`src/logic/hb_bridge_pkg.sv`:
```
package hb_bridge_pkg;

  ////////////////////
  // host bus
  ////////////////////
  localparam int axil_data_width_lp = 32;
  localparam int axil_addr_width_lp = 10;
  localparam int reg_idx_width_lp   = 8;

  // register map, word indices (byte address bits 9:2)
  localparam logic [reg_idx_width_lp-1:0] reg_sys_reset_lp = 8'd0;
  localparam logic [reg_idx_width_lp-1:0] reg_dram_base_lp = 8'd1;
  localparam logic [reg_idx_width_lp-1:0] reg_h2f_data_lp  = 8'd2;
  localparam logic [reg_idx_width_lp-1:0] reg_h2f_free_lp  = 8'd3;
  localparam logic [reg_idx_width_lp-1:0] reg_f2h_data_lp  = 8'd4;
  localparam logic [reg_idx_width_lp-1:0] reg_f2h_count_lp = 8'd5;

  localparam int fifo_depth_lp       = 4;
  localparam int fifo_count_width_lp = 3;
  localparam int reset_depth_lp      = 3;

  localparam logic [1:0] resp_okay_lp   = 2'd0;
  localparam logic [1:0] resp_slverr_lp = 2'd2;

  ////////////////////
  // dram side
  ////////////////////
  localparam int dram_addr_width_lp   = 32;
  localparam int cache_id_width_lp    = 4;
  localparam int line_offset_width_lp = 24;
  localparam int dma_addr_width_lp    = 28;

  typedef struct packed {
    logic [dram_addr_width_lp-cache_id_width_lp-line_offset_width_lp-1:0] pad;
    logic [cache_id_width_lp-1:0]                                         cache_id;
    logic [line_offset_width_lp-1:0]                                      line_offset;
  } dram_addr_fields_s;

  // same dram word, either flat or split into cache id and line offset
  typedef union packed {
    logic [dram_addr_width_lp-1:0] flat;
    dram_addr_fields_s             fields;
  } dram_addr_u;

endpackage

```
`src/logic/reg_cmd_if.sv`:
```
`timescale 1ns/1ps

interface reg_cmd_if
  (input logic aclk
   );

  import hb_bridge_pkg::*;

  // command, front to bank
  logic                            cmd_v;
  logic                            cmd_write;
  logic [reg_idx_width_lp-1:0]     cmd_idx;
  logic [axil_data_width_lp-1:0]   cmd_wdata;
  logic [axil_data_width_lp/8-1:0] cmd_wstrb;
  logic                            cmd_ready;

  // result strobe, bank to response stage
  logic                            rsp_v;
  logic                            rsp_write;
  logic [axil_data_width_lp-1:0]   rsp_rdata;
  logic [1:0]                      rsp_code;

  modport front
    (input aclk, cmd_ready
     , output cmd_v, cmd_write, cmd_idx, cmd_wdata, cmd_wstrb
     );

  modport bank
    (input aclk, cmd_v, cmd_write, cmd_idx, cmd_wdata, cmd_wstrb
     , output cmd_ready, rsp_v, rsp_write, rsp_rdata, rsp_code
     );

  modport resp
    (input aclk, rsp_v, rsp_write, rsp_rdata, rsp_code
     );

endinterface

```
`src/logic/word_fifo.sv`:
```
`timescale 1ns/1ps

module word_fifo
  (input  logic                                         aclk
   , input  logic                                       rst_n_i

   , input  logic [hb_bridge_pkg::axil_data_width_lp-1:0]  data_i
   , input  logic                                       v_i
   , output logic                                       ready_o

   , output logic [hb_bridge_pkg::axil_data_width_lp-1:0]  data_o
   , output logic                                       v_o
   , input  logic                                       yumi_i

   , output logic [hb_bridge_pkg::fifo_count_width_lp-1:0] count_o
   );

  import hb_bridge_pkg::*;

  logic [axil_data_width_lp-1:0]  mem_r [fifo_depth_lp];
  logic [fifo_count_width_lp-2:0] wr_ptr_r;
  logic [fifo_count_width_lp-2:0] rd_ptr_r;
  logic [fifo_count_width_lp-1:0] count_r;
  logic                           push;

  assign ready_o = (count_r != fifo_count_width_lp'(fifo_depth_lp));
  assign v_o     = (count_r != '0);
  assign push    = v_i & ready_o;
  assign data_o  = mem_r[rd_ptr_r];
  assign count_o = count_r;

  // pointers wrap on their own, depth is a power of two
  always_ff @(posedge aclk or negedge rst_n_i)
  begin
    if (!rst_n_i)
    begin
      wr_ptr_r <= '0;
      rd_ptr_r <= '0;
      count_r  <= '0;
    end
    else
    begin
      if (push)
        wr_ptr_r <= wr_ptr_r + 1'b1;
      if (yumi_i)
        rd_ptr_r <= rd_ptr_r + 1'b1;
      if (push != yumi_i)
        count_r <= push ? count_r + 1'b1 : count_r - 1'b1;
    end
  end

  always_ff @(posedge aclk)
  begin
    if (push)
      mem_r[wr_ptr_r] <= data_i;
  end

endmodule

```
`src/logic/axil_front.sv`:
```
`timescale 1ns/1ps

module axil_front
  (input  logic                                          aclk
   , input  logic                                        rst_n_i

   , input  logic [hb_bridge_pkg::axil_addr_width_lp-1:0]   s_axi_awaddr_i
   , input  logic                                        s_axi_awvalid_i
   , output logic                                        s_axi_awready_o

   , input  logic [hb_bridge_pkg::axil_data_width_lp-1:0]   s_axi_wdata_i
   , input  logic [hb_bridge_pkg::axil_data_width_lp/8-1:0] s_axi_wstrb_i
   , input  logic                                        s_axi_wvalid_i
   , output logic                                        s_axi_wready_o

   , input  logic [hb_bridge_pkg::axil_addr_width_lp-1:0]   s_axi_araddr_i
   , input  logic                                        s_axi_arvalid_i
   , output logic                                        s_axi_arready_o

   , reg_cmd_if.front                                    cmd
   );

  import hb_bridge_pkg::*;

  logic                            cmd_v_r;
  logic                            cmd_write_r;
  logic [reg_idx_width_lp-1:0]     cmd_idx_r;
  logic [axil_data_width_lp-1:0]   cmd_wdata_r;
  logic [axil_data_width_lp/8-1:0] cmd_wstrb_r;
  logic                            advance;
  logic                            wr_pending;
  logic                            wr_go;
  logic                            rd_go;

  // the command slot frees up when empty or when the bank takes it
  assign advance    = ~cmd_v_r | cmd.cmd_ready;
  assign wr_pending = s_axi_awvalid_i & s_axi_wvalid_i;
  assign wr_go      = wr_pending & advance;
  assign rd_go      = s_axi_arvalid_i & ~wr_pending & advance;

  assign s_axi_awready_o = wr_go;
  assign s_axi_wready_o  = wr_go;
  assign s_axi_arready_o = rd_go;

  always_ff @(posedge aclk or negedge rst_n_i)
  begin
    if (!rst_n_i)
      cmd_v_r <= 1'b0;
    else if (advance)
      cmd_v_r <= wr_go | rd_go;
  end

  // byte address down to word index
  always_ff @(posedge aclk)
  begin
    if (wr_go)
    begin
      cmd_write_r <= 1'b1;
      cmd_idx_r   <= s_axi_awaddr_i[axil_addr_width_lp-1:2];
      cmd_wdata_r <= s_axi_wdata_i;
      cmd_wstrb_r <= s_axi_wstrb_i;
    end
    else if (rd_go)
    begin
      cmd_write_r <= 1'b0;
      cmd_idx_r   <= s_axi_araddr_i[axil_addr_width_lp-1:2];
    end
  end

  assign cmd.cmd_v     = cmd_v_r;
  assign cmd.cmd_write = cmd_write_r;
  assign cmd.cmd_idx   = cmd_idx_r;
  assign cmd.cmd_wdata = cmd_wdata_r;
  assign cmd.cmd_wstrb = cmd_wstrb_r;

endmodule

```
`src/logic/reg_bank.sv`:
```
`timescale 1ns/1ps

module reg_bank
  (input  logic                                        aclk
   , input  logic                                      rst_n_i

   , reg_cmd_if.bank                                   cmd
   , input  logic                                      b_busy_i
   , input  logic                                      r_busy_i

   , output logic [hb_bridge_pkg::axil_data_width_lp-1:0] host_req_o
   , output logic                                      host_req_v_o
   , input  logic                                      host_req_yumi_i

   , input  logic [hb_bridge_pkg::axil_data_width_lp-1:0] mc_req_i
   , input  logic                                      mc_req_v_i
   , output logic                                      mc_req_ready_o

   , output logic [hb_bridge_pkg::dram_addr_width_lp-1:0] dram_base_o
   , output logic                                      sys_reset_o
   );

  import hb_bridge_pkg::*;

  logic [axil_data_width_lp-1:0]  sys_reset_r;
  logic [axil_data_width_lp-1:0]  dram_base_r;
  logic [axil_data_width_lp-1:0]  wmask;
  logic [reset_depth_lp-1:0]      reset_chain_r;
  logic                           exec;
  logic                           h2f_push;
  logic                           h2f_ready;
  logic [fifo_count_width_lp-1:0] h2f_count;
  logic [fifo_count_width_lp-1:0] h2f_free;
  logic [axil_data_width_lp-1:0]  f2h_data;
  logic                           f2h_v;
  logic                           f2h_yumi;
  logic [fifo_count_width_lp-1:0] f2h_count;
  logic [axil_data_width_lp-1:0]  rdata_n;
  logic [1:0]                     code_n;
  logic                           rsp_v_r;
  logic                           rsp_write_r;
  logic [axil_data_width_lp-1:0]  rsp_rdata_r;
  logic [1:0]                     rsp_code_r;

  // hold off while the response stage still owns a result of this kind
  assign cmd.cmd_ready = cmd.cmd_write ? ~b_busy_i : ~r_busy_i;
  assign exec          = cmd.cmd_v & cmd.cmd_ready;

  assign h2f_push = exec & cmd.cmd_write & (cmd.cmd_idx == reg_h2f_data_lp);
  assign f2h_yumi = exec & ~cmd.cmd_write & (cmd.cmd_idx == reg_f2h_data_lp) & f2h_v;
  assign h2f_free = fifo_count_width_lp'(fifo_depth_lp) - h2f_count;

  word_fifo h2f_fifo
    (.aclk     (aclk)
     ,.rst_n_i (rst_n_i)
     ,.data_i  (cmd.cmd_wdata)
     ,.v_i     (h2f_push)
     ,.ready_o (h2f_ready)
     ,.data_o  (host_req_o)
     ,.v_o     (host_req_v_o)
     ,.yumi_i  (host_req_yumi_i)
     ,.count_o (h2f_count)
     );

  word_fifo f2h_fifo
    (.aclk     (aclk)
     ,.rst_n_i (rst_n_i)
     ,.data_i  (mc_req_i)
     ,.v_i     (mc_req_v_i)
     ,.ready_o (mc_req_ready_o)
     ,.data_o  (f2h_data)
     ,.v_o     (f2h_v)
     ,.yumi_i  (f2h_yumi)
     ,.count_o (f2h_count)
     );

  ////////////////////
  // control registers
  ////////////////////
  always_comb
  begin
    for (int b = 0; b < axil_data_width_lp/8; b++)
      wmask[8*b +: 8] = {8{cmd.cmd_wstrb[b]}};
  end

  always_ff @(posedge aclk or negedge rst_n_i)
  begin
    if (!rst_n_i)
    begin
      sys_reset_r <= '0;
      dram_base_r <= '0;
    end
    else if (exec & cmd.cmd_write)
    begin
      if (cmd.cmd_idx == reg_sys_reset_lp)
        sys_reset_r <= (sys_reset_r & ~wmask) | (cmd.cmd_wdata & wmask);
      if (cmd.cmd_idx == reg_dram_base_lp)
        dram_base_r <= (dram_base_r & ~wmask) | (cmd.cmd_wdata & wmask);
    end
  end

  assign dram_base_o = dram_base_r;

  // stored bit is active low, so the chain idles high
  always_ff @(posedge aclk or negedge rst_n_i)
  begin
    if (!rst_n_i)
      reset_chain_r <= '1;
    else
      reset_chain_r <= {reset_chain_r[reset_depth_lp-2:0], ~sys_reset_r[0]};
  end

  assign sys_reset_o = reset_chain_r[reset_depth_lp-1];

  ////////////////////
  // result
  ////////////////////
  always_comb
  begin
    rdata_n = '0;
    code_n  = resp_okay_lp;
    if (cmd.cmd_write)
    begin
      // push into a full queue is dropped
      if ((cmd.cmd_idx == reg_h2f_data_lp) && !h2f_ready)
        code_n = resp_slverr_lp;
    end
    else
    begin
      case (cmd.cmd_idx)
        reg_sys_reset_lp: rdata_n = sys_reset_r;
        reg_dram_base_lp: rdata_n = dram_base_r;
        reg_h2f_free_lp:  rdata_n = axil_data_width_lp'(h2f_free);
        reg_f2h_count_lp: rdata_n = axil_data_width_lp'(f2h_count);
        reg_f2h_data_lp:
        begin
          if (f2h_v)
            rdata_n = f2h_data;
          else
            code_n = resp_slverr_lp;
        end
        default: rdata_n = '0;
      endcase
    end
  end

  always_ff @(posedge aclk or negedge rst_n_i)
  begin
    if (!rst_n_i)
      rsp_v_r <= 1'b0;
    else
      rsp_v_r <= exec;
  end

  always_ff @(posedge aclk)
  begin
    if (exec)
    begin
      rsp_write_r <= cmd.cmd_write;
      rsp_rdata_r <= rdata_n;
      rsp_code_r  <= code_n;
    end
  end

  assign cmd.rsp_v     = rsp_v_r;
  assign cmd.rsp_write = rsp_write_r;
  assign cmd.rsp_rdata = rsp_rdata_r;
  assign cmd.rsp_code  = rsp_code_r;

endmodule

```
`src/logic/axil_response.sv`:
```
`timescale 1ns/1ps

module axil_response
  (input  logic                                        aclk
   , input  logic                                      rst_n_i

   , reg_cmd_if.resp                                   rsp

   , output logic [1:0]                                s_axi_bresp_o
   , output logic                                      s_axi_bvalid_o
   , input  logic                                      s_axi_bready_i

   , output logic [hb_bridge_pkg::axil_data_width_lp-1:0] s_axi_rdata_o
   , output logic [1:0]                                s_axi_rresp_o
   , output logic                                      s_axi_rvalid_o
   , input  logic                                      s_axi_rready_i

   , output logic                                      b_busy_o
   , output logic                                      r_busy_o
   );

  logic b_load;
  logic r_load;
  logic bvalid_r;
  logic rvalid_r;

  assign b_load = rsp.rsp_v & rsp.rsp_write;
  assign r_load = rsp.rsp_v & ~rsp.rsp_write;

  // a strobe already on its way counts as busy too
  assign b_busy_o = bvalid_r | b_load;
  assign r_busy_o = rvalid_r | r_load;

  always_ff @(posedge aclk or negedge rst_n_i)
  begin
    if (!rst_n_i)
    begin
      bvalid_r <= 1'b0;
      rvalid_r <= 1'b0;
    end
    else
    begin
      if (b_load)
        bvalid_r <= 1'b1;
      else if (s_axi_bready_i)
        bvalid_r <= 1'b0;
      if (r_load)
        rvalid_r <= 1'b1;
      else if (s_axi_rready_i)
        rvalid_r <= 1'b0;
    end
  end

  always_ff @(posedge aclk)
  begin
    if (b_load)
      s_axi_bresp_o <= rsp.rsp_code;
    if (r_load)
    begin
      s_axi_rdata_o <= rsp.rsp_rdata;
      s_axi_rresp_o <= rsp.rsp_code;
    end
  end

  assign s_axi_bvalid_o = bvalid_r;
  assign s_axi_rvalid_o = rvalid_r;

endmodule

```
`src/logic/dram_addr_remap.sv`:
```
`timescale 1ns/1ps

module dram_addr_remap
  (input  logic                                        aclk
   , input  logic                                      rst_n_i

   , input  logic [hb_bridge_pkg::dma_addr_width_lp-1:0]  dma_addr_i
   , input  logic [hb_bridge_pkg::cache_id_width_lp-1:0]  dma_cache_id_i
   , input  logic                                      dma_v_i

   , input  logic [hb_bridge_pkg::dram_addr_width_lp-1:0] dram_base_i

   , output logic [hb_bridge_pkg::dram_addr_width_lp-1:0] dram_addr_o
   , output logic                                      dram_v_o
   );

  import hb_bridge_pkg::*;

  dram_addr_u hash_n;
  dram_addr_u hash_r;
  logic       hash_v_r;

  // fold the cache id in above the line offset
  always_comb
  begin
    hash_n                    = '0;
    hash_n.fields.cache_id    = dma_cache_id_i;
    hash_n.fields.line_offset = dma_addr_i[line_offset_width_lp-1:0];
  end

  always_ff @(posedge aclk or negedge rst_n_i)
  begin
    if (!rst_n_i)
    begin
      hash_v_r <= 1'b0;
      dram_v_o <= 1'b0;
    end
    else
    begin
      hash_v_r <= dma_v_i;
      dram_v_o <= hash_v_r;
    end
  end

  always_ff @(posedge aclk)
  begin
    hash_r      <= hash_n;
    dram_addr_o <= hash_r.flat + dram_base_i;
  end

endmodule

```
`src/logic/hb_bridge_top.sv`:
```
`timescale 1ns/1ps

module hb_bridge_top
  (input  logic                                          aclk
   , input  logic                                        rst_n_i

   , input  logic [hb_bridge_pkg::axil_addr_width_lp-1:0]   s_axi_awaddr_i
   , input  logic                                        s_axi_awvalid_i
   , output logic                                        s_axi_awready_o
   , input  logic [hb_bridge_pkg::axil_data_width_lp-1:0]   s_axi_wdata_i
   , input  logic [hb_bridge_pkg::axil_data_width_lp/8-1:0] s_axi_wstrb_i
   , input  logic                                        s_axi_wvalid_i
   , output logic                                        s_axi_wready_o
   , output logic [1:0]                                  s_axi_bresp_o
   , output logic                                        s_axi_bvalid_o
   , input  logic                                        s_axi_bready_i
   , input  logic [hb_bridge_pkg::axil_addr_width_lp-1:0]   s_axi_araddr_i
   , input  logic                                        s_axi_arvalid_i
   , output logic                                        s_axi_arready_o
   , output logic [hb_bridge_pkg::axil_data_width_lp-1:0]   s_axi_rdata_o
   , output logic [1:0]                                  s_axi_rresp_o
   , output logic                                        s_axi_rvalid_o
   , input  logic                                        s_axi_rready_i

   , output logic [hb_bridge_pkg::axil_data_width_lp-1:0]   host_req_o
   , output logic                                        host_req_v_o
   , input  logic                                        host_req_yumi_i

   , input  logic [hb_bridge_pkg::axil_data_width_lp-1:0]   mc_req_i
   , input  logic                                        mc_req_v_i
   , output logic                                        mc_req_ready_o

   , input  logic [hb_bridge_pkg::dma_addr_width_lp-1:0]    dma_addr_i
   , input  logic [hb_bridge_pkg::cache_id_width_lp-1:0]    dma_cache_id_i
   , input  logic                                        dma_v_i
   , output logic [hb_bridge_pkg::dram_addr_width_lp-1:0]   dram_addr_o
   , output logic                                        dram_v_o

   , output logic                                        sys_reset_o
   );

  import hb_bridge_pkg::*;

  logic                          b_busy;
  logic                          r_busy;
  logic [dram_addr_width_lp-1:0] dram_base;

  reg_cmd_if cmd_if (.aclk(aclk));

  ////////////////////
  // register pipeline
  ////////////////////
  axil_front front
    (.aclk             (aclk)
     ,.rst_n_i         (rst_n_i)
     ,.s_axi_awaddr_i  (s_axi_awaddr_i)
     ,.s_axi_awvalid_i (s_axi_awvalid_i)
     ,.s_axi_awready_o (s_axi_awready_o)
     ,.s_axi_wdata_i   (s_axi_wdata_i)
     ,.s_axi_wstrb_i   (s_axi_wstrb_i)
     ,.s_axi_wvalid_i  (s_axi_wvalid_i)
     ,.s_axi_wready_o  (s_axi_wready_o)
     ,.s_axi_araddr_i  (s_axi_araddr_i)
     ,.s_axi_arvalid_i (s_axi_arvalid_i)
     ,.s_axi_arready_o (s_axi_arready_o)
     ,.cmd             (cmd_if.front)
     );

  reg_bank bank
    (.aclk             (aclk)
     ,.rst_n_i         (rst_n_i)
     ,.cmd             (cmd_if.bank)
     ,.b_busy_i        (b_busy)
     ,.r_busy_i        (r_busy)
     ,.host_req_o      (host_req_o)
     ,.host_req_v_o    (host_req_v_o)
     ,.host_req_yumi_i (host_req_yumi_i)
     ,.mc_req_i        (mc_req_i)
     ,.mc_req_v_i      (mc_req_v_i)
     ,.mc_req_ready_o  (mc_req_ready_o)
     ,.dram_base_o     (dram_base)
     ,.sys_reset_o     (sys_reset_o)
     );

  axil_response response
    (.aclk            (aclk)
     ,.rst_n_i        (rst_n_i)
     ,.rsp            (cmd_if.resp)
     ,.s_axi_bresp_o  (s_axi_bresp_o)
     ,.s_axi_bvalid_o (s_axi_bvalid_o)
     ,.s_axi_bready_i (s_axi_bready_i)
     ,.s_axi_rdata_o  (s_axi_rdata_o)
     ,.s_axi_rresp_o  (s_axi_rresp_o)
     ,.s_axi_rvalid_o (s_axi_rvalid_o)
     ,.s_axi_rready_i (s_axi_rready_i)
     ,.b_busy_o       (b_busy)
     ,.r_busy_o       (r_busy)
     );

  // dma side path, shares only the base register
  dram_addr_remap remap
    (.aclk            (aclk)
     ,.rst_n_i        (rst_n_i)
     ,.dma_addr_i     (dma_addr_i)
     ,.dma_cache_id_i (dma_cache_id_i)
     ,.dma_v_i        (dma_v_i)
     ,.dram_base_i    (dram_base)
     ,.dram_addr_o    (dram_addr_o)
     ,.dram_v_o       (dram_v_o)
     );

endmodule

```
`config.mk`:
```
export PLATFORM = sky130hd
export DESIGN_NAME = hb_bridge_top
export DESIGN_NICKNAME = d
export VERILOG_FILES = /design/src/logic/hb_bridge_pkg.sv /design/src/logic/reg_cmd_if.sv /design/src/logic/word_fifo.sv /design/src/logic/axil_front.sv /design/src/logic/reg_bank.sv /design/src/logic/axil_response.sv /design/src/logic/dram_addr_remap.sv /design/src/logic/hb_bridge_top.sv
export SDC_FILE = /design/constraint.sdc
export NUM_CORES = 1
export LEC_CHECK = 0
export BUFFER_PORTS_ARGS = -buffer_cell sky130_fd_sc_hd__buf_2
export CAP_MARGIN = 20
export CORE_ASPECT_RATIO = 1.5
export CORE_MARGIN = 2
export CORE_UTILIZATION = 60
export CTS_CLUSTER_DIAMETER = 100
export DETAILED_ROUTE_END_ITERATION = 16
export GPL_TIMING_DRIVEN = 0
export PLACE_DENSITY_LB_ADDON = 0.2
export SETUP_SLACK_MARGIN = 0.15
export SLEW_MARGIN = 25
export SYNTH_ARGS = -nofsm -noshare
export SYNTH_HDL_FRONTEND = slang
export SYNTH_HIERARCHICAL = 1
export SYNTH_SLANG_ARGS = --single-unit
```
`constraint.sdc`:
```
create_clock -name aclk -period 4.8 [get_ports aclk]
set_input_delay 0.72 -clock aclk [delete_from_list [all_inputs] [get_ports aclk]]
set_output_delay 0.72 -clock aclk [all_outputs]
set_load 0.005 [all_outputs]
```
== Word-level counts from Yosys, hierarchy flattened ==
Memory sizes are Yosys's and may differ from the RTL's.
Index checks and enable logic that the tools add are counted.

* Muxes and demuxes: 19
* Reductions and logical operators: 10
* $add $sub $neg: 10
* Equality and inequality tests: 9
* Bitwise gates (word level): 31

{| class="wikitable"
|+ Operators with widths
! cell !! number
|-
| $pmux W32 S5 || 1
|-
| $and A32 B32 Y32 || 3
|-
| $or A32 B32 Y32 || 2
|-
| $add A28 B32 Y32 || 1
|-
| $mux W32 || 1
|-
| $not A32 Y32 || 1
|-
| $eq A8 B2 Y1 const B || 2
|-
| $eq A8 B3 Y1 const B || 2
|-
| $mux W8 || 2
|-
| $and A1 B1 Y1 || 14
|-
| $mux W1 || 9
|-
| $add A2 B1 Y2 const B || 4
|-
| $eq A8 B1 Y1 const B || 1
|-
| $logic_not A8 Y1 || 1
|-
| $mux W2 || 4
|-
| $not A1 Y1 || 7
|-
| $add A3 B1 Y3 const B || 2
|-
| $mux W3 || 2
|-
| $ne A3 B3 Y1 const B || 2
|-
| $reduce_bool A2 Y1 || 3
|-
| $reduce_bool A3 Y1 || 2
|-
| $sub A3 B1 Y3 const B || 2
|-
| $or A1 B1 Y1 || 4
|-
| $reduce_and A2 Y1 || 2
|-
| 4 further kinds || 5
|}

* RAM bits: 256
* Memories kept: 2
* Flip-flop bits (word level): 263
* Logic and storage cells: 108
* Input bits: 130
* Output and inout port bits: 109

{| class="wikitable"
|+ Memories
! name !! words !! width !! read ports !! clocked after memory_dff !! write ports !! RTL line !! text
|-
| bank.f2h_fifo.mem_r || 4 || 32 || 1 || 0 || 1 || word_fifo.sv:20 || <nowiki>logic [axil_data_width_lp-1:0] mem_r [fifo_depth_lp];</nowiki>
|-
| bank.h2f_fifo.mem_r || 4 || 32 || 1 || 0 || 1 || word_fifo.sv:20 ||
|}

== Depth between registers and ports, before layout ==
Gate-level depths: netlist of run 1.

* Depth in word-level cells: 11
* Mapped depth: 12
* Gate-level depth less buffers: 10

== Cells and area by module ==
The synthesis of run 1 kept the hierarchy.

{| class="wikitable"
|+ Modules (own cells, without submodules)
! module !! cells each !! times used !! area an instance (sq um) !! sequential area each (sq um)
|-
| word_fifo || 218 || 2 || 5167.5 || 4018.9
|-
| reg_bank || 366 || 1 || 4705.8 || 2726.4
|-
| dram_addr_remap || 304 || 1 || 3070.4 || 1251.2
|-
| axil_front || 65 || 1 || 1577.8 || 1366.3
|-
| axil_response || 47 || 1 || 1181.1 || 1131.1
|}

== Least setup slack after synthesis of run 1 ==
No wires, ideal clock.

* Path kind: reg2reg
* Start: reg front.cmd_idx_r[3] (netlist: front/cmd.cmd_idx[3])
* End: mem bank.h2f_fifo.mem_r[0][0], enable pin
* Data required time: 4.408 ns
* Path buffers: 2
* Path slack: 1.629 ns
* Data arrival time: 2.779 ns
* Library setup time: 0.392 ns
* Stages on the path, launching flop included: 9
* Period minus slack after synthesis: 3.171 ns
* Cells stage by stage: edfxtp_1 -> or4_1 -> buf_2 -> nor2_2 -> nand2_1 -> nor3_1 -> buf_2 -> a21boi_4 -> and2_1

* Longest elaborated chain between the ends: 5

{| class="wikitable"
|+ Ends and longest elaborated chain
! element !! RTL line !! text
|-
| start: declaration || axil_front.sv:27 || <nowiki>logic [reg_idx_width_lp-1:0] cmd_idx_r;</nowiki>
|-
| start signal: assignment || axil_front.sv:59 || <nowiki>cmd_idx_r <= s_axi_awaddr_i[axil_addr_width_lp-1:2];</nowiki>
|-
| start signal: assignment || axil_front.sv:66 || <nowiki>cmd_idx_r <= s_axi_araddr_i[axil_addr_width_lp-1:2];</nowiki>
|-
| $eq A8 B2 Y1 || reg_bank.sv:49 || <nowiki>assign h2f_push = exec & cmd.cmd_write & (cmd.cmd_idx == reg_h2f_data_lp);</nowiki>
|-
| $and A1 B1 Y1 || reg_bank.sv:49 ||
|-
| via bank.h2f_push || reg_bank.sv:30 || <nowiki>logic h2f_push;</nowiki>
|-
| $and A1 B1 Y1 || word_fifo.sv:28 || <nowiki>assign push = v_i & ready_o;</nowiki>
|-
| $mux W1 || word_fifo.sv:54 || <nowiki>if (push)</nowiki>
|-
| $mux W1 (implied by the code) || word_fifo.sv:55 || <nowiki>mem_r[wr_ptr_r] <= data_i;</nowiki>
|-
| end: declaration || word_fifo.sv:20 ||
|}

The timed path passes the listed nets, and every way through them passes these cells.

== Worst setup path after layout of run 1 ==
* Start: reg front.cmd_idx_r[3] (netlist: front/cmd.cmd_idx[3])
* End: reg bank.h2f_fifo.count_r[2] (netlist: bank/h2f_fifo/count_o[2])

* Longest elaborated chain between the ends: 4
* Elaborated cells between the ends (all ways): 5
* Classes of those cells: 2 x eq/ne; 1 x mux; 2 x bitwise

{| class="wikitable"
|+ Ends and longest elaborated chain
! element !! RTL line !! text
|-
| $eq A8 B2 Y1 * || reg_bank.sv:49 ||
|-
| $and A1 B1 Y1 * || reg_bank.sv:49 ||
|-
| via bank.h2f_push || reg_bank.sv:30 ||
|-
| $and A1 B1 Y1 * || word_fifo.sv:28 ||
|-
| $mux W3 / $ne A1 B1 Y1 (equally long branches) || word_fifo.sv:48, word_fifo.sv:47 ||
|-
| end signal: assignment || word_fifo.sv:48 || <nowiki>count_r <= push ? count_r + 1'b1 : count_r - 1'b1;</nowiki>
|-
| end: declaration || word_fifo.sv:23 || <nowiki>logic [fifo_count_width_lp-1:0] count_r;</nowiki>
|}

The timed path passes the listed nets; every way through them passes the cells marked *.
A chain may end at the register's enable or synchronous reset.

==> metrics, run 1 <==
initial antenna violation count 0; critical path depth 12; Synth Net Count 1388; Antenna Cells 0; Synth Area per Inst 17.1 µm²; Area after DPL 22800 µm²; Routed Wire Length 45100 µm; Worst VDD drop 352 µV; #FFs+latches synth 518; crit path launch type register; Seq/Total Area, Yosys 69.5%; most frequent cells in the layout 370 x edfxtp_1, 247 x buf_2, 84 x dfrtp_1; critical-path maximum fanout 10; CP cell instances or4_1, buf_2, nor2_2, nand2_1, nor3_1, buf_2, a21boi_4, inv_1, fa_1, and3b_1, a211oi_1, nor3_1; synth top area cells edfxtp_1 53%, dfrtp_1 10%, mux4_2 6.0%, dfxtp_1 5.9%, mux2_2 3.6%; Synth async-reset ratio 16.8%; Min Clock Period, post-route 3640 ps; Worst-Margin Slew 1100 ps; worst rel slew slack 26.4%; drt pass-1 iters 5; Hold Slack 254 ps; Hold Fails Final Rpt 0; full die area 36300 µm²; Clock Skews 11.3 ps; most common cell after layout, fill and taps aside edfxtp_1; # Post-CTS Setup Buffers 0; Primary FF master, synth edfxtp_1; Syn Std Cell Area 20900 µm²; Max Slew Vio Count 0; Crit-path slowest cell or4_1; largest net degree at the start of global routing 72; fin crit share 75.9%; maximum clock frequency 275 MHz; Max Cap Viol 0; Total GRT Usage 25.3%; core area 34300 µm²; worst min-delay path category primary input to register; RSZ-0062 raised after global routing no; power density over cell area 520 nW/µm²; post-DP HPWL 32600 µm; via count 11600; Post-Synth XOR/XNOR Area 1.38%; CTS sink cnt 518; Post-CTS Hold Fix Bufs 1; TritonCTS Buffers 46; nets@finish 1676; simple-gate share of the synthesized area 5.77%; Clk pin slew, worst setup/hold paths 70 ps; Synth area leader edfxtp_1; post-route DRC violation count 0; H-Tree Depth 2; crit path kind register to register; clock buffer depth 3; vias per cell 5.88; Gate Count Post-Synth 1218; IO Pins 239; status finished clean; CP Data Required Time 5230 ps; post-synthesis compound-gate area fraction 6.11%; Starting DRT DRC Count 781; number of global-route vias before repair 11900; PostCTS Resize Cnt 0; Netlist cell types 86; total power 12.7 mW; TritonCTS clock tree yes; Finish-stage setup viols 0; Congestion Overflow GR 0; Placer Congestion 0.920; layout cells sized above 1 35.1%; crit end category register; Yosys warning total 6; Buf/Inv on CP 3; Die Span Y 232 µm; final instance area 24500 µm²; CTS root buf clkbuf_16; Crit path max-delay family simple AND/OR/NAND/NOR gates; drt wl/cell 22.9 µm; clk_lat worst skew 560 ps; Worst EP arrival 4080 ps; number of port buffers 229; adder-cell share of the synthesized area 2.51%; post-route setup TNS 0 ps; initial core utilization 60.9%; Hold Path Depth 1; EDFF count, synth 370; # rows 83; # fillers 2223; die boundary width 156 µm; Place WS 1180 ps; largest family of logic cells by synthesized area multiplexers; Routed Antenna Nets 0; Leak 9.63 nW; worst setup margin 1160 ps; worst r2r path cells 12; post-synth top area share 53.2%; first-pass GRT wire length 68200 µm; max incr delay on CP 550 ps; post-synthesis mux area share 12.2%; Synth-to-Final Area Change 17.3%
-- layer usage --
| layer | vias up | routed length [µm] | GRT usage [%] |
|---|---|---|---|
| met2 | 395 | 23700 | 44.9 |
| met3 | 118 | 2270 | 3.86 |
| met1 | 5759 | 17200 | 31.0 |
| met4 | 0 | 1910 | 10.5 |
| met5 | - | 0 | 0 |
| li1 | 5302 | - | - |
-- cell type report --
class / count / area (µm²) / area share, %
plain buffers: 53 / 388 / 1.58
well taps: 425 / 532 / 2.17
clock inverters: 29 / 394 / 1.61
multi-input cells: 615 / 5870 / 24.0
flip-flops and latches: 518 / 14500 / 59.3
clock buffers: 56 / 1270 / 5.19
repair buffers: 240 / 1400 / 5.72
inverters: 32 / 120 / 0.491
-- cells by family (layout without fill, tap and decap cells) --
family	count (synthesis)	in the layout
XOR/XNOR	33	33
flip-flops	518	518
AO/OA/AOI/OAI	169	169
buffers and inverters	85	410
other	1	1
AND/OR/NAND/NOR	212	212
multiplexers	160	160
adder cells (fa/ha/maj)	40	40
-- worst paths after layout --
check | from | endpoint | slack (ps)
worst max-delay path | front/cmd.cmd_idx[3] | bank/h2f_fifo/count_o[2] | 1160
worst min-delay path | dma_addr_i[23] | remap/hash_r[23] | 250
worst max register to register | front/cmd.cmd_idx[3] | bank/h2f_fifo/count_o[2] | 1160
worst min register to register | remap/hash_v_r | remap/dram_v_o | 350
max in group asynchronous | rst_n_i | async pin | 3610
min in group asynchronous | rst_n_i | remap/hash_v_r | 570
-- power breakdown --
group          switching, mW  internal [mW]  total [mW]
logic                   1.45           1.20        2.65
clock network           1.63           2.39        4.01
registers              0.393           5.68        6.08
-- Yosys cell counts (4+ instances only) --
library cell / count
dfrtp_1: 84
mux2_4: 8
mux2_2: 66
buf_4: 4
o32ai_1: 8
nand2_1: 33
a21o_1: 23
or3_1: 4
a21oi_2: 5
a211oi_1: 9
nand3_2: 4
inv_1: 32
nand2b_1: 11
o2bb2ai_1: 4
a31oi_1: 5
buf_6: 7
nor3_1: 21
xnor2_1: 21
nor2b_1: 9
buf_2: 19
o21ai_0: 29
a22oi_1: 14
nor2_1: 40
buf_12: 6
mux4_1: 8
and2_1: 12
a21o_2: 6
xor2_1: 12
edfxtp_1: 370
mux4_2: 56
nand3_1: 35
clkbuf_1: 14
ha_1: 37
mux2i_1: 22
nand4_1: 5
and3_1: 4
a21oi_1: 30
dfxtp_1: 61
-- stage by stage --
| stage | util (%) | cells |
|---|---|---|
| after CTS | 71.4 | 1968 |
| after detailed placement | 66.5 | 1882 |
| after global placement | 65.8 | 1872 |
| final | 71.5 | 1968 |
| after floorplan | - | 1218 |
| after global routing | 71.5 | 1968 |
No activity file was read; power rests on OpenSTA's default activity.
==> run 2: changes to the inputs <==
--- a/config.mk
+++ b/config.mk
@@ -9,7 +9,7 @@
 export CAP_MARGIN = 20
 export CORE_ASPECT_RATIO = 1.5
 export CORE_MARGIN = 2
-export CORE_UTILIZATION = 60
+export CORE_UTILIZATION = 53
 export CTS_CLUSTER_DIAMETER = 100
 export DETAILED_ROUTE_END_ITERATION = 16
 export GPL_TIMING_DRIVEN = 0
==> constraint.sdc (replaced) <==
create_clock -name aclk -period 2.95 [get_ports aclk]
set_input_delay 0.4425 -clock aclk [delete_from_list [all_inputs] [get_ports aclk]]
set_output_delay 0.4425 -clock aclk [all_outputs]
set_load 0.005 [all_outputs]
==> run 2 against run 1 <==
  * Worst setup slack worse by 1000 ps
  * First-iteration DRC count increased by 5.1%
  * Via count grew 2.9%
  * Final area is 1.8% higher
  * Sequential power up 63%
  * Critical path type unchanged
  * Largest cell class unchanged
==> metrics, run 2 (same netlist as run 1, synthesis figures left out) <==
status finished clean; most frequent cells in the layout 370 x edfxtp_1, 245 x buf_2, 84 x dfrtp_1; Routed Antenna Nets 0 (unchanged); Routed Wire Length 48200 µm (+7.0%); Synth-to-Final Area Change 19.5%; CP endpoint bank/cmd.rsp_rdata[8]; Antenna Cells 0 (unchanged); Leak 9.78 nW (+1.5%); Worst-Margin Slew 1110 ps (+4.10 ps); Final Util 63.8% (-7.7 points); most common cell after layout, fill and taps aside edfxtp_1; die boundary width 166 µm (+6.2%); number of port buffers 229 (unchanged); Hold Path Depth 1 (unchanged); via count 11900 (+2.9%); nets@finish 1718 (+2.5%); Buf/Inv on CP 3 (unchanged); fin crit share 95.3% (+19 points); drt pass-1 iters 8 (+3); CP Data Required Time 3310 ps (-1920 ps); Min Clock Period, post-route 2810 ps (-832 ps); # fillers 2822 (+27%); Die Span Y 247 µm (+6.3%); number of global-route vias before repair 12200 (+2.3%); crit path kind register to register; crit path from front/cmd.cmd_idx[7]; clk_lat worst skew 570 ps (about the same); RSZ-0062 raised after global routing yes; crit end category register; maximum clock frequency 356 MHz (+30%); worst r2r path cells 7 (-5); Worst VDD drop 628 µV (+79%); Finish-stage setup viols 0 (unchanged); TritonCTS clock tree yes; post-DP HPWL 33800 µm (+3.7%); Place WS -540 ps (-1720 ps); Clock Skews 27.2 ps (+15.9 ps); worst rel slew slack 26.1% (-0.27 points); Total GRT Usage 23.3% (-2.0 points); vias per cell 5.71 (-2.9%); initial antenna violation count 0 (unchanged); initial core utilization 53.4% (-7.5 points); IO Pins 239 (unchanged); Logic pwr share 22.2% (+1.4 points); post-route DRC violation count 0 (unchanged); clock buffer depth 3 (unchanged); share of power burned in registers 47.8% (about the same); switching share of power 28.1% (+0.84 points); switching pwr 5.81 mW (+68%); worst setup margin 140 ps (-1020 ps); crit path launch type register; worst min-delay path category primary input to register; max incr delay on CP 730 ps (+180 ps); layout cells sized above 1 35.1% (+0.036 points); total power 20.7 mW (+63%); CTS root buf clkbuf_16; Worst EP arrival 3170 ps (-910 ps); Hold Fails Final Rpt 0 (unchanged); Hold Slack 46.0 ps (-208 ps); drt wl/cell 23.1 µm (+0.85%); TritonCTS Buffers 47 (+2.2%); largest net degree at the start of global routing 72 (unchanged); Crit path max-delay family simple AND/OR/NAND/NOR gates; Clk pin slew, worst setup/hold paths 60 ps (about the same); critical-path maximum fanout 10 (unchanged); # rows 89 (+7.2%); CP cell instances or4_4, buf_6, buf_4, nor4b_1, buf_2, a22oi_1, nor2_1; core area 39100 µm² (+14%); Placer Congestion 0.911 (-1.0%); full die area 41000 µm² (+13%); Clock power frac 30.0% (-1.5 points); Starting DRT DRC Count 821 (+5.1%); worst r2r src front/cmd.cmd_idx[7]; P_int 14.9 mW (+61%); H-Tree Depth 2 (unchanged); Crit Reg-Reg Endpoint bank/cmd.rsp_rdata[8]; first-pass GRT wire length 71700 µm (+5.2%); critical path depth 7 (-5); Crit-path slowest cell nor4b_1; Max Cap Viol 0 (unchanged); r2r setup slk 140 ps (-1020 ps); CTS sink cnt 518 (unchanged); Congestion Overflow GR 0 (unchanged); power density over cell area 831 nW/µm² (+60%); Max Slew Vio Count 0 (unchanged)
run 2: per-stage QoR:
stage	setup TNS [ps]	instance area, µm²	cells
final	0	24900	2087
after global placement	-63690	22700	1947
after detailed placement	-67720	22800	1953
after global routing	0	24900	2087
after CTS	0	24800	2080
after floorplan	0	20900	1218
run 2: worst min-delay path by stage:
stage                      from                      to  slack, ps
6_report       s_axi_wdata_i[1]  front/cmd.cmd_wdata[1]         50
5_1_grt        s_axi_wdata_i[8]  front/cmd.cmd_wdata[8]         20
4_1_cts        s_axi_wdata_i[8]  front/cmd.cmd_wdata[8]         10
3_5_place_dp            rst_n_i          remap/hash_v_r        300
3_3_place_gp     remap/hash_v_r          remap/dram_v_o        330
2_1_floorplan           rst_n_i               async pin        150
run 2: layer usage:
metal	GRT usage, %	routed length, µm
met5	0	0
met4	9.82	2080
met3	3.73	2190
met2	41.8	25600
met1	28.0	18400
run 2: power by group through the flow:
stage	Combinational (mW)	Sequential, mW	Clock, mW
after global routing	4.98	10.0	6.60
after CTS	4.57	9.89	6.33
after detailed placement	4.42	10.0	0
after floorplan	2.75	9.78	0
final	4.60	9.90	6.21
after global placement	4.17	10.0	0
run 2: layout make-up:
| class | instances | area, µm² | share of cell area (%) |
|---|---|---|---|
| sequential | 518 | 14500 | 58.2 |
| multi-input combinational | 621 | 5990 | 24.0 |
| timing repair buffer | 275 | 1710 | 6.86 |
| clock buffer | 66 | 1320 | 5.29 |
| tap | 500 | 626 | 2.51 |
| buffer | 53 | 399 | 1.60 |
| clock inverter | 22 | 255 | 1.02 |
| inverter | 32 | 120 | 0.482 |
run 2: what timing repair did:
action,CTS,global route
hold endpoints to repair,45,0
cloned,2,4
resized for setup,6,18
pin swaps,5,6
hold buffers,30,0
buffers inserted,7,3
endpoints found under the setup margin,166,135
run 2: worst reg2reg max path, delay by kind of cell (launching register included):
kind	cells	cell delay [ps]
simple gates	3	1500
buf+inv	3	640
flops	1	360
compound gates	1	120
